## src/hw/cachePkg.sv

```systemverilog
// Shared sizes and types for the direct-mapped write-back cache
// Imported by every block that touches addresses, lines or the line bus

package cachePkg;

  localparam int ADR_BITS    = 16;  // Word address width
  localparam int WORD_BITS   = 32;  // Data word width
  localparam int LINE_WORDS  = 4;   // Words per line
  localparam int SETS        = 16;  // Direct mapped, one line per set
  localparam int OFFSET_BITS = 2;   // Word within line
  localparam int SET_BITS    = 4;   // Set index
  localparam int TAG_BITS    = 10;  // Remaining upper bits

  // Address fields, MSB first
  typedef struct packed {
    logic [TAG_BITS-1:0]    tag;
    logic [SET_BITS-1:0]    set;
    logic [OFFSET_BITS-1:0] offset;
  } adrFieldsT;

  // One address word, seen raw or split into fields
  typedef union packed {
    logic [ADR_BITS-1:0] word;
    adrFieldsT           f;
  } cacheAdrT;

  typedef logic [LINE_WORDS-1:0][WORD_BITS-1:0] lineT;  // Full line, word 0 in the low bits

  // Line request from the controller to the transfer engine
  typedef struct packed {
    logic                         read;       // Line fetch
    logic                         write;      // Line writeback
    logic [TAG_BITS+SET_BITS-1:0] lineAdr;    // Tag and set of the line
    lineT                         writeLine;  // Data for a writeback
  } busReqT;

endpackage

```

## src/hw/cacheFsm.sv

```systemverilog
// Cache controller state machine
// Decodes hits, misses, writeback, flush and invalidate into array and bus controls

module cacheFsm (
  input  logic       clk,
  input  logic       rst,
  // CPU side
  input  logic [1:0] cacheRW,          // [1] read, [0] write
  input  logic       flushCache,       // Level, held until stall drops
  input  logic       invalidateCache,  // One-cycle pulse
  output logic       stall,
  // From the arrays
  input  logic       hit,
  input  logic       lineDirty,        // Selected line valid and dirty
  input  logic       flushDone,        // Flush counter on its last set
  // Line bus
  input  logic       busAck,
  output logic [1:0] busRW,            // [1] line fetch, [0] line writeback
  // Array controls
  output logic       setValid,
  output logic       setDirty,
  output logic       clearDirty,
  output logic       invalidateAll,
  output logic       selFlush,
  output logic       flushCntEn,
  output logic       flushCntRst,
  output logic       lineWrite,
  output logic       wordWrite,
  output logic       selFetchBuffer
);

  typedef enum logic [2:0] {
    stateReady,
    stateFetch,
    stateWriteback,
    stateWriteLine,
    stateReadHold,       // One cycle for the refilled array to settle before the hit
    stateFlush,
    stateFlushWriteback
  } stateT;

  stateT state, nextState;

  logic anyAccess;
  logic anyMiss;
  logic missGo;      // Miss that actually starts a line transfer
  logic replay;      // Request blocked by an invalidate
  logic updateHit;   // Store hit that writes the array

  assign anyAccess = |cacheRW;
  assign anyMiss   = anyAccess & ~hit & ~invalidateCache;
  assign missGo    = anyMiss & ~flushCache;                  // Flush wins over a miss
  assign replay    = anyAccess & invalidateCache;            // Retried after the valid bits clear
  assign updateHit = cacheRW[0] & hit & ~invalidateCache & ~flushCache;

  ////////////////////
  // State register
  ////////////////////

  always_ff @(posedge clk) begin
    if (rst) state <= stateReady;
    else     state <= nextState;
  end

  always_comb begin
    nextState = stateReady;
    case (state)
      stateReady: begin
        if (invalidateCache)            nextState = stateReady;       // Invalidate first
        else if (flushCache)            nextState = stateFlush;
        else if (anyMiss && !lineDirty) nextState = stateFetch;
        else if (anyMiss)               nextState = stateWriteback;   // Evict dirty victim first
        else                            nextState = stateReady;
      end
      stateFetch:     nextState = busAck ? stateWriteLine : stateFetch;
      stateWriteback: nextState = busAck ? stateFetch : stateWriteback;
      stateWriteLine: nextState = stateReadHold;
      stateReadHold:  nextState = stateReady;
      stateFlush: begin
        if (lineDirty)      nextState = stateFlushWriteback;
        else if (flushDone) nextState = stateReadHold;
        else                nextState = stateFlush;                   // Next set
      end
      stateFlushWriteback: begin
        if (busAck && !flushDone) nextState = stateFlush;
        else if (busAck)          nextState = stateReadHold;
        else                      nextState = stateFlushWriteback;
      end
      default: nextState = stateReady;
    endcase
  end

  ////////////////////
  // CPU stall
  ////////////////////

  // A finished flush is released in readHold so the CPU drops flushCache
  // before ready; a pending access is held for its hit in ready
  assign stall = (state == stateReady & (flushCache | anyMiss | replay)) |
                 (state == stateFetch) |
                 (state == stateWriteback) |
                 (state == stateWriteLine) |
                 (state == stateReadHold & anyAccess) |
                 (state == stateFlush) |
                 (state == stateFlushWriteback);

  ////////////////////
  // Array controls
  ////////////////////

  assign invalidateAll  = (state == stateReady) & invalidateCache;
  assign setValid       = (state == stateWriteLine);             // New tag goes in with the line
  assign lineWrite      = (state == stateWriteLine);
  assign wordWrite      = (state == stateReady) & updateHit;
  assign setDirty       = (state == stateReady) & updateHit;
  assign clearDirty     = (state == stateWriteLine) |            // Fresh line is clean
                          (state == stateFlushWriteback & busAck);
  assign selFetchBuffer = (state == stateWriteLine) | (state == stateReadHold);

  // Flush walk
  assign selFlush    = (state == stateReady & flushCache) |
                       (state == stateFlush) |
                       (state == stateFlushWriteback);
  assign flushCntEn  = (state == stateFlush & ~lineDirty) |
                       (state == stateFlushWriteback & busAck);
  assign flushCntRst = (state == stateFlush & ~lineDirty & flushDone) |
                       (state == stateFlushWriteback & busAck & flushDone);

  ////////////////////
  // Line bus strobes
  ////////////////////

  // Held through the busAck cycle, the engine ignores that cycle
  assign busRW[1] = (state == stateReady & missGo & ~lineDirty) |
                    (state == stateFetch);
  assign busRW[0] = (state == stateReady & missGo & lineDirty) |
                    (state == stateWriteback) |
                    (state == stateFlushWriteback);

endmodule

```

## src/hw/tagArray.sv

```systemverilog
// Tag, valid and dirty storage for the sets of the cache
// Also holds the flush set counter and selects the set in use

module tagArray import cachePkg::*; (
  input  logic                clk,
  input  logic                rst,
  input  cacheAdrT            adr,
  input  logic                setValid,
  input  logic                setDirty,
  input  logic                clearDirty,
  input  logic                invalidateAll,
  input  logic                selFlush,      // Set comes from the flush counter
  input  logic                flushCntEn,
  input  logic                flushCntRst,
  output logic                hit,
  output logic                lineDirty,
  output logic                flushDone,
  output logic [SET_BITS-1:0] index,
  output logic [TAG_BITS-1:0] victimTag      // Stored tag of the selected set
);

  logic [TAG_BITS-1:0] tags [SETS];
  logic [SETS-1:0]     valid;
  logic [SETS-1:0]     dirty;
  logic [SET_BITS-1:0] flushCnt;

  assign index = selFlush ? flushCnt : adr.f.set;

  // Async lookup
  assign victimTag = tags[index];
  assign hit       = valid[index] & (tags[index] == adr.f.tag);
  assign lineDirty = valid[index] & dirty[index];  // Invalid lines never need writeback
  assign flushDone = selFlush & (flushCnt == SET_BITS'(SETS - 1));

  always_ff @(posedge clk) begin
    if (setValid) tags[index] <= adr.f.tag;  // Refill takes the requested tag
  end

  always_ff @(posedge clk) begin
    if (rst || invalidateAll) valid <= '0;
    else if (setValid)        valid[index] <= 1'b1;
  end

  always_ff @(posedge clk) begin
    if (rst)             dirty <= '0;
    else if (setDirty)   dirty[index] <= 1'b1;   // Store hit
    else if (clearDirty) dirty[index] <= 1'b0;   // Refill or flush writeback done
  end

  ////////////////////
  // Flush counter
  ////////////////////

  always_ff @(posedge clk) begin
    if (rst || flushCntRst) flushCnt <= '0;
    else if (flushCntEn)    flushCnt <= flushCnt + SET_BITS'(1);
  end

endmodule

```

## src/hw/dataArray.sv

```systemverilog
// Line data storage of the cache
// Whole-line refill from the fetch buffer, single-word store hits, async read

module dataArray import cachePkg::*; (
  input  logic                   clk,
  input  logic [SET_BITS-1:0]    index,
  input  logic [OFFSET_BITS-1:0] offset,
  input  logic                   lineWrite,   // Refill
  input  lineT                   fetchLine,
  input  logic                   wordWrite,   // Store hit
  input  logic [WORD_BITS-1:0]   writeData,
  output lineT                   line,        // Victim line for writeback
  output logic [WORD_BITS-1:0]   readWord
);

  lineT lines [SETS];

  always_ff @(posedge clk) begin
    if (lineWrite) begin
      lines[index] <= fetchLine;
    end else if (wordWrite) begin
      lines[index][offset] <= writeData;  // Full word, no byte enables
    end
  end

  // Combinational read of the selected set
  assign line     = lines[index];
  assign readWord = line[offset];

endmodule

```

## src/hw/lineBus.sv

```systemverilog
// Line transfer engine between the cache and the word-wide memory port
// One line request becomes four beats, each held until memAck

module lineBus import cachePkg::*; (
  input  logic                  clk,
  input  logic                  rst,
  input  busReqT                req,
  input  logic [WORD_BITS-1:0]  memReadData,
  input  logic                  memAck,        // One-cycle pulse per beat
  output logic                  busAck,        // Line done, one cycle after the last memAck
  output lineT                  fetchLine,     // Valid from busAck until the next fetch
  output logic                  memRead,
  output logic                  memWrite,
  output logic [ADR_BITS-1:0]   memAdr,
  output logic [WORD_BITS-1:0]  memWriteData
);

  logic                   active;
  logic                   writeDir;   // Direction of the running transfer
  logic [OFFSET_BITS-1:0] beat;
  logic                   start;
  logic                   lastBeat;

  // The busAck cycle still shows the finished request, so it never starts one
  assign start    = ~active & ~busAck & (req.read | req.write);
  assign lastBeat = (beat == OFFSET_BITS'(LINE_WORDS - 1));

  always_ff @(posedge clk) begin
    if (rst) begin
      active   <= 1'b0;
      writeDir <= 1'b0;
      beat     <= '0;
      busAck   <= 1'b0;
    end else begin
      busAck <= 1'b0;
      if (start) begin
        active   <= 1'b1;
        writeDir <= req.write;
        beat     <= '0;
      end else if (active && memAck) begin
        beat <= beat + OFFSET_BITS'(1);
        if (lastBeat) begin
          active <= 1'b0;
          busAck <= 1'b1;
        end
      end
    end
  end

  // Fetch buffer, one word per acknowledged read beat
  always_ff @(posedge clk) begin
    if (active && memAck && !writeDir) fetchLine[beat] <= memReadData;
  end

  assign memRead      = active & ~writeDir;
  assign memWrite     = active & writeDir;
  assign memAdr       = {req.lineAdr, beat};     // Line address plus beat as word offset
  assign memWriteData = req.writeLine[beat];

endmodule

```

## src/hw/cacheTop.sv

```systemverilog
// Top level of the write-back data cache
// CPU word port on one side, word-wide memory port with acknowledges on the other

module cacheTop import cachePkg::*; (
  input  logic                 clk,
  input  logic                 rst,
  input  logic [1:0]           cacheRW,          // [1] read, [0] write
  input  cacheAdrT             adr,
  input  logic [WORD_BITS-1:0] writeData,
  input  logic                 flushCache,
  input  logic                 invalidateCache,
  output logic [WORD_BITS-1:0] readData,
  output logic                 stall,
  output logic                 memRead,
  output logic                 memWrite,
  output logic [ADR_BITS-1:0]  memAdr,
  output logic [WORD_BITS-1:0] memWriteData,
  input  logic [WORD_BITS-1:0] memReadData,
  input  logic                 memAck
);

  logic [1:0]           busRW;
  logic                 busAck;
  logic                 hit, lineDirty, flushDone;
  logic                 setValid, setDirty, clearDirty, invalidateAll;
  logic                 selFlush, flushCntEn, flushCntRst;
  logic                 lineWrite, wordWrite, selFetchBuffer;
  logic [SET_BITS-1:0]  index;
  logic [TAG_BITS-1:0]  victimTag;
  logic [WORD_BITS-1:0] readWord;
  lineT                 line, fetchLine;
  busReqT               busReq;

  cacheFsm u_fsm (
    .clk, .rst, .cacheRW, .flushCache, .invalidateCache, .stall,
    .hit, .lineDirty, .flushDone, .busAck, .busRW,
    .setValid, .setDirty, .clearDirty, .invalidateAll, .selFlush,
    .flushCntEn, .flushCntRst, .lineWrite, .wordWrite, .selFetchBuffer
  );

  tagArray u_tags (
    .clk, .rst, .adr, .setValid, .setDirty, .clearDirty, .invalidateAll,
    .selFlush, .flushCntEn, .flushCntRst,
    .hit, .lineDirty, .flushDone, .index, .victimTag
  );

  dataArray u_data (
    .clk, .index, .offset(adr.f.offset), .lineWrite, .fetchLine,
    .wordWrite, .writeData, .line, .readWord
  );

  // Writeback goes to the victim's line, a fetch to the requested one
  assign busReq.read      = busRW[1];
  assign busReq.write     = busRW[0];
  assign busReq.lineAdr   = {(busRW[0] ? victimTag : adr.f.tag), index};
  assign busReq.writeLine = line;

  lineBus u_bus (
    .clk, .rst, .req(busReq), .memReadData, .memAck, .busAck, .fetchLine,
    .memRead, .memWrite, .memAdr, .memWriteData
  );

  // Bypass to the just-fetched line while the refill settles
  assign readData = selFetchBuffer ? fetchLine[adr.f.offset] : readWord;

endmodule

```

## config.mk

```make
export PLATFORM = sky130hd
export DESIGN_NAME = cacheTop
export DESIGN_NICKNAME = d
export VERILOG_FILES = /design/src/hw/cachePkg.sv /design/src/hw/cacheFsm.sv /design/src/hw/tagArray.sv /design/src/hw/dataArray.sv /design/src/hw/lineBus.sv /design/src/hw/cacheTop.sv
export SDC_FILE = /design/constraint.sdc
export NUM_CORES = 2
export LEC_CHECK = 0
export BUFFER_PORTS_ARGS = -buffer_cell sky130_fd_sc_hd__buf_2
export CELL_PAD_IN_SITES_DETAIL_PLACEMENT = 2
export CELL_PAD_IN_SITES_GLOBAL_PLACEMENT = 2
export CORE_MARGIN = 8
export CORE_UTILIZATION = 40
export DETAILED_ROUTE_END_ITERATION = 12
export PLACE_DENSITY_LB_ADDON = 0.1
export SYNTH_ARGS = -nofsm -noshare
export SYNTH_HDL_FRONTEND = slang
export SYNTH_SLANG_ARGS = --single-unit
```

## constraint.sdc

```tcl
create_clock -name clk -period 18.2 [get_ports clk]
set_input_delay 0 -clock clk [delete_from_list [all_inputs] [get_ports clk]]
set_output_delay 0 -clock clk [all_outputs]
set_load 0.03 [all_outputs]
```

# Word level (Yosys, flattened, before mapping)
# Memory sizes are Yosys's and may differ from the RTL's.
# Cells that the tools add are included.
# totals
regBits	172
ram_bits	2208
in_bits	87
output_inout_bits	83
mem_count	2
# memory_table
name	depth	width	read_ports	rd_clocked_by_memory_dff	write_ports	line	source
u_data.lines	16	128	1	0	1	dataArray.sv:16	lineT lines [SETS];
u_tags.tags	16	10	1	0	1	tagArray.sv:22	logic [TAG_BITS-1:0] tags [SETS];
# classes
n_addsub	2
order_cmp	6
eq_ne	9
muxes	170
bitwise_logic	184
reduce_logical	20
# ops
cell	count
32-bit binary-select mux with 2-bit select	3
32-bit two-way mux	6
1-bit bitwise OR	146
1-bit two-way mux	140
128-bit bitwise mux	1
32-bit demux with 2-bit select	2
128-bit two-way mux	1
16-bit two-way mux	2
16-bit bitwise OR	2
1-bit AND	26
3-bit case mux with 6 select lines	1
16-bit AND	1
16-bit NOT	1
3-bit two-way mux	5
10-bit equality test	1
10-bit two-way mux	1
3-bit equality test, second input constant	3
1-bit binary-select mux with 4-bit select	2
2-bit two-way mux	4
1-bit NOT	8
1-bit logical AND	7
3-bit by 2-bit equality test with 1-bit output, second input constant	2
2-bit by 3-bit less-than comparator with 1-bit output, second input constant	2
2-bit nonzero test	3
other kinds (16)	21

# Logic depth before layout (Yosys ltp)
# depth
ltp_word	20
depth_mapped	22
mapped_depth_nobuf	13

# Cells and area by module
# A second synthesis with hierarchy kept.
# hier_totals
hier_cells	4515
area_unflattened_um2	94373.0
# modules_own_cells
module	instances	cells_each	area_per_inst_um2	seq_area_each_um2
dataArray	1	3541	79169.7	61499.0
tagArray	1	548	8151.6	5525.3
lineBus	1	214	5054.8	3943.8
cacheTop	1	157	1591.5	0.0
cacheFsm	1	55	405.4	60.1

# Worst setup path after synthesis
# Ideal clock, no wire load.
# synth_path
kind	register to register
from	reg u_fsm.state[2]
to	mem u_data.lines[0][0] (netlist bit) (enable)
setup_time_ps	432
arrival_ps	5290
t_required_ps	17768
slack_ps	12478
stages_incl_launch_ff	20
path_buffers	7
synth_period_minus_slack_ps	5722
path_cell_list	dfxtp_1 -> buf_4 -> and2_1 -> buf_2 -> or2_1 -> a221o_1 -> buf_2 -> o21ai_0 -> a211oi_1 -> or4_1 -> xor2_1 -> o21ai_0 -> nor4b_1 -> o2111a_1 -> buf_4 -> nand3_1 -> buf_2 -> buf_6 -> buf_2 -> a21oi_1
# synth_between
elab_chain_len	16
elab_cells_between_ends	23
classes_between	eq/ne: 4; mux: 8; bitwise: 9; reduce/logical: 1; memory: 1
# synth_lines
element	line	source
start: declaration	cacheFsm.sv:42	stateT state, nextState;
start signal: assignment	cacheFsm.sv:61	if (rst) state <= stateReady;
start signal: assignment	cacheFsm.sv:62	else state <= nextState;
3-bit zero test	cacheFsm.sv:114, cacheFsm.sv:121	
1-bit AND	cacheFsm.sv:121	assign selFlush = (state == stateReady & flushCache) |
1-bit bitwise OR	cacheFsm.sv:121	
1-bit bitwise OR	cacheFsm.sv:122	(state == stateFlush) |
4-bit two-way mux	tagArray.sv:27	assign index = selFlush ? flushCnt : adr.f.set;
memory 16 x 10 bit / 1-bit binary-select mux with 4-bit select (equally long branches)	-	
10-bit equality test / 1-bit two-way mux (equally long branches)	tagArray.sv:31	assign hit = valid[index] & (tags[index] == adr.f.tag);
1-bit AND	tagArray.sv:31	
1-bit AND (3 in series)	cacheFsm.sv:54	assign updateHit = cacheRW[0] & hit & ~invalidateCache & ~flushCache;
1-bit AND	cacheFsm.sv:114	assign wordWrite = (state == stateReady) & updateHit;
1-bit two-way mux	dataArray.sv:21	end else if (wordWrite) begin
1-bit two-way mux	dataArray.sv:19	if (lineWrite) begin
128-bit two-way mux (implied by the code)	dataArray.sv:22	lines[index][offset] <= writeData;
1-bit bitwise OR (no line)	-	
end: declaration	dataArray.sv:16	
# Parallel ways exist; a longest one is shown, timed or not. The select of a mux whose other input is x is not followed.

# Final worst setup path
# layout_path
from	reg u_fsm.state[2]
to	out readData[2]
# layout_between
elab_chain_len	9
elab_cells_between_ends	14
classes_between	eq/ne: 4; mux: 4; bitwise: 4; reduce/logical: 1; memory: 1
# layout_lines
element	line	source
3-bit zero test	cacheFsm.sv:121	
1-bit AND	cacheFsm.sv:121	
1-bit bitwise OR	cacheFsm.sv:121	
1-bit bitwise OR	cacheFsm.sv:122	
4-bit two-way mux	tagArray.sv:27	
memory 16 x 128 bit	-	
32-bit binary-select mux with 2-bit select	dataArray.sv:28	assign readWord = line[offset];
32-bit two-way mux (implied by the code)	dataArray.sv:28	
32-bit two-way mux *	cacheTop.sv:64	assign readData = selFetchBuffer ? fetchLine[adr.f.offset] : readWord;
end: declaration	cacheTop.sv:12	output logic [WORD_BITS-1:0] readData,
# Mark *: on every way between the ends. The rest lies on a longest branch, timed or not. The select of a mux whose other input is x is not followed.

==> out/results.ini <==
[status]
status = finished, final reports clean

[sta]
period_needed_ns = 8.97
worst_clock_skew_ns = 0.0442
post-route-period-util_pct = 49.3
tightestPinTransition_ns = 1.25
tns_ns = 0
setup_viol = 0
max_slew_margin_pct = 16.7
rsz0062_at_grt = no
finalMaxSlewViolations = 0
whs_ns = 0.0774
hold_viol = 0
fmax_mhz = 112

[place]
dp.cells = 8053
dp_hpwl_mm = 186
gp_congestion = 0.759
io_buffers = 169

[power]
irDropWorstVdd_v = 0.0000798
p_leak_nw = 35.4
clkPwrFrac_pct = 39.0
pwr-share-comb_pct = 15.9
p_int_mw = 9.75
p_sw_share_pct = 26.7
p_sw_mw = 3.55
power_frac_seq_pct = 45.0
power_density_nw_per_um2 = 121

[drt]
drtIter0Drc = 5363
vias_per_cell = 6.02
wl_per_cell_um = 37.3
route.vias.total = 52000
drc = 0
first_pass_iters = 5
drtAntennaViolNets = 0
drt_wl_total_mm = 322

[hold_path]
min_path_type = in2reg

[worst_setup_path]
cp.required_ns = 18.20
cp-end-kind = output pin
crit_path_start_kind = flop
crit_path_max_fanout = 48
crit_type = reg2out
arrival_ns = 8.97
cpPeakStageDelay_ns = 0.94
cp_cell_sequence = nand2b_1 -> a21o_1 -> a21o_1 -> nor2_4 -> buf_4 -> buf_4 -> buf_4 -> buf_4 -> mux4_2 -> nand2_1 -> and3_1 -> a31oi_1 -> mux4_2 -> mux2_2 -> buf_2
critical_path.slowest_cell = buf_4
crit_top_cell = buf_4

[synthesis]
yosysTopAreaCell = edfxtp_1
synth-seq-cells = 2380
synth.yosys.warnings = 0
synth_top_cell_area_share_pct = 73.5
syn_nets = 4965
synth_cells = 4873
synth.top_cells.by_area = edfxtp_1 74%, mux4_2 14%, nand2_1 2.4%, mux2_2 1.9%, and3_1 1.0%
synth_area_per_cell_um2 = 19.6
synth_flop_cell = edfxtp_1
synthArstFlopShare_pct = 0
syn_area_um2 = 95400
yosysSeqAreaShare_pct = 74.4
yosys.cell_types.count = 74
synth-edff-count = 2336

[cts]
clockRootBuffer = clkbuf_16
numCtsBuffers = 278
clockBufferDepth = 4
clkTransAtPathRegs_ns = 0.06
clk_latency_ns = 0.92
cts_setup_buffers = 0
clock_sinks = 2380
htree_levels = 5
cts_tree = done

[floorplanning]
ios = 170
fp.dieW_um = 504
start_util_pct = 40.2
core_um2 = 238000
row_count = 179
die-area_um2 = 254000
fp.dieH_um = 504

[layout]
nNetsFinal = 5372
finalNonFillerCells = 8637
drive_gt1_share_pct = 28.3
area_delta_synth_final_pct = 15.6
utilization_pct = 46.4

[global_routing]
grt_pass1_wl_mm = 452
grt_pass1_vias = 56600
antenna_found_initial = 17
grt_max_degree = 109
met2_usage_pct = 41.8
grt_util_met3_pct = 3.37
grt_use_total_pct = 24.9
overflow = 0
top_usage_layer = met2
use_met1_pct = 34.6

[job]
drv_cap = 0

==> synth_stat cells, types with 45 or more instances <==
library cell and instances:
edfxtp_1 2336, mux4_2 614, nand2_1 607, mux2_2 162
and3_1 155, clkbuf_1 153, a31oi_1 150, a21oi_1 116
buf_2 98, nor2_1 50, o21ai_0 45
==> stage by stage <==
step | cell area [um^2] | power, mW | setup WS (ns)
finish | 110000 | 13.3 | 9.23
global placement | 101000 | 8.20 | 9.98
detailed placement | 101000 | 8.23 | 9.75
CTS | 110000 | 13.4 | 8.80
global route | 110000 | 13.7 | 8.45
floorplan | 95400 | 7.40 | 12.48
==> state kept, by name, summed over array words and instances (netlist names), named ones only <==
signal / flops
u_bus.beat: 2
u_bus.fetchLine: 128
u_tags.valid: 16
u_data.lines: 2048
u_bus.busAck: 1
u_tags.tags: 160
u_fsm.state: 3
u_bus.active: 1
u_tags.flushCnt: 4
u_bus.writeDir: 1
==> placed cells by master, fill, tap and decap left out, drive strengths merged, types with 44 or more instances in the layout <==
cell type / n
nor2: 52
nand2: 607
mux4: 614
o21ai: 49
dfxtp: 44
edfxtp: 2336
buf: 323
dlygate4sd3: 114
clkbuf: 350
a21oi: 116
a31oi: 150
clkinv: 96
and3: 155
mux2: 171
==> metal layers <==
layer  routed length, um  share of wire (%)  vias up
li1                    -                  -    20800
met1              139000                 43    29100
met2              158000                 49     1636
met3               16200                5.0      463
met4                9100                2.8        2
met5                  14             0.0043        -
==> cells by family after synthesis <==
kind of cell / share of synthesized area [%]
buffers and inverters: 1.50
xor gates and xnor gates: 0.184
adders and majority gates: 0.0656
muxes: 16.8
DFF: 74.4
AOI/OAI and AO/OA: 2.83
and+or+nand+nor: 4.21
==> area by class of cell <==
type                            count  area, um^2
Fill cell                       21300      127000
Antenna cell                        9        22.5
Clock buffer                      350        7400
Sequential cell                  2380       71000
Multi-Input combinational cell   2168       23800
Inverter                           15        80.1
Timing Repair Buffer              437        3210
Tap cell                         3167        3960
Clock inverter                    111         773
==> final timing paths <==
path                          from                   to  slack, ns  cells past startpoint
hold / removal              memAck         u_bus.active       0.08                      4
setup / recovery    u_fsm.state[2]          readData[2]       9.23                     15
setup reg to reg    u_fsm.state[0]  u_data.lines[9][74]       9.81                     16
hold reg to reg   u_tags.valid[15]     u_tags.valid[15]       0.47                      1
==> critical path: cells and delay by family, from the launching register on <==
family | cells | cell delay (ns)
AOI/OAI and AO/OA | 3 | 1.52
and+or+nand+nor | 4 | 1.00
DFF | 1 | 0.71
muxes | 3 | 0.94
buffers and inverters | 5 | 3.70
==> power groups by stage <==
stage | registers, mW | logic, mW | clock network [mW]
2_1_floorplan | 6.09 | 1.31 | 0
5_1_grt | 5.99 | 2.24 | 5.47
6_report | 5.99 | 2.12 | 5.19
3_5_place_dp | 6.11 | 2.12 | 0
4_1_cts | 5.99 | 2.15 | 5.29
3_3_place_gp | 6.11 | 2.10 | 0
==> repair_timing <==
item / in CTS / in global routing
hold buffers: 114 / 0
endpoints found under the hold margin: 2284 / 0
gates resized for setup: 0 / 0
Power figures use the tool's default switching activity.
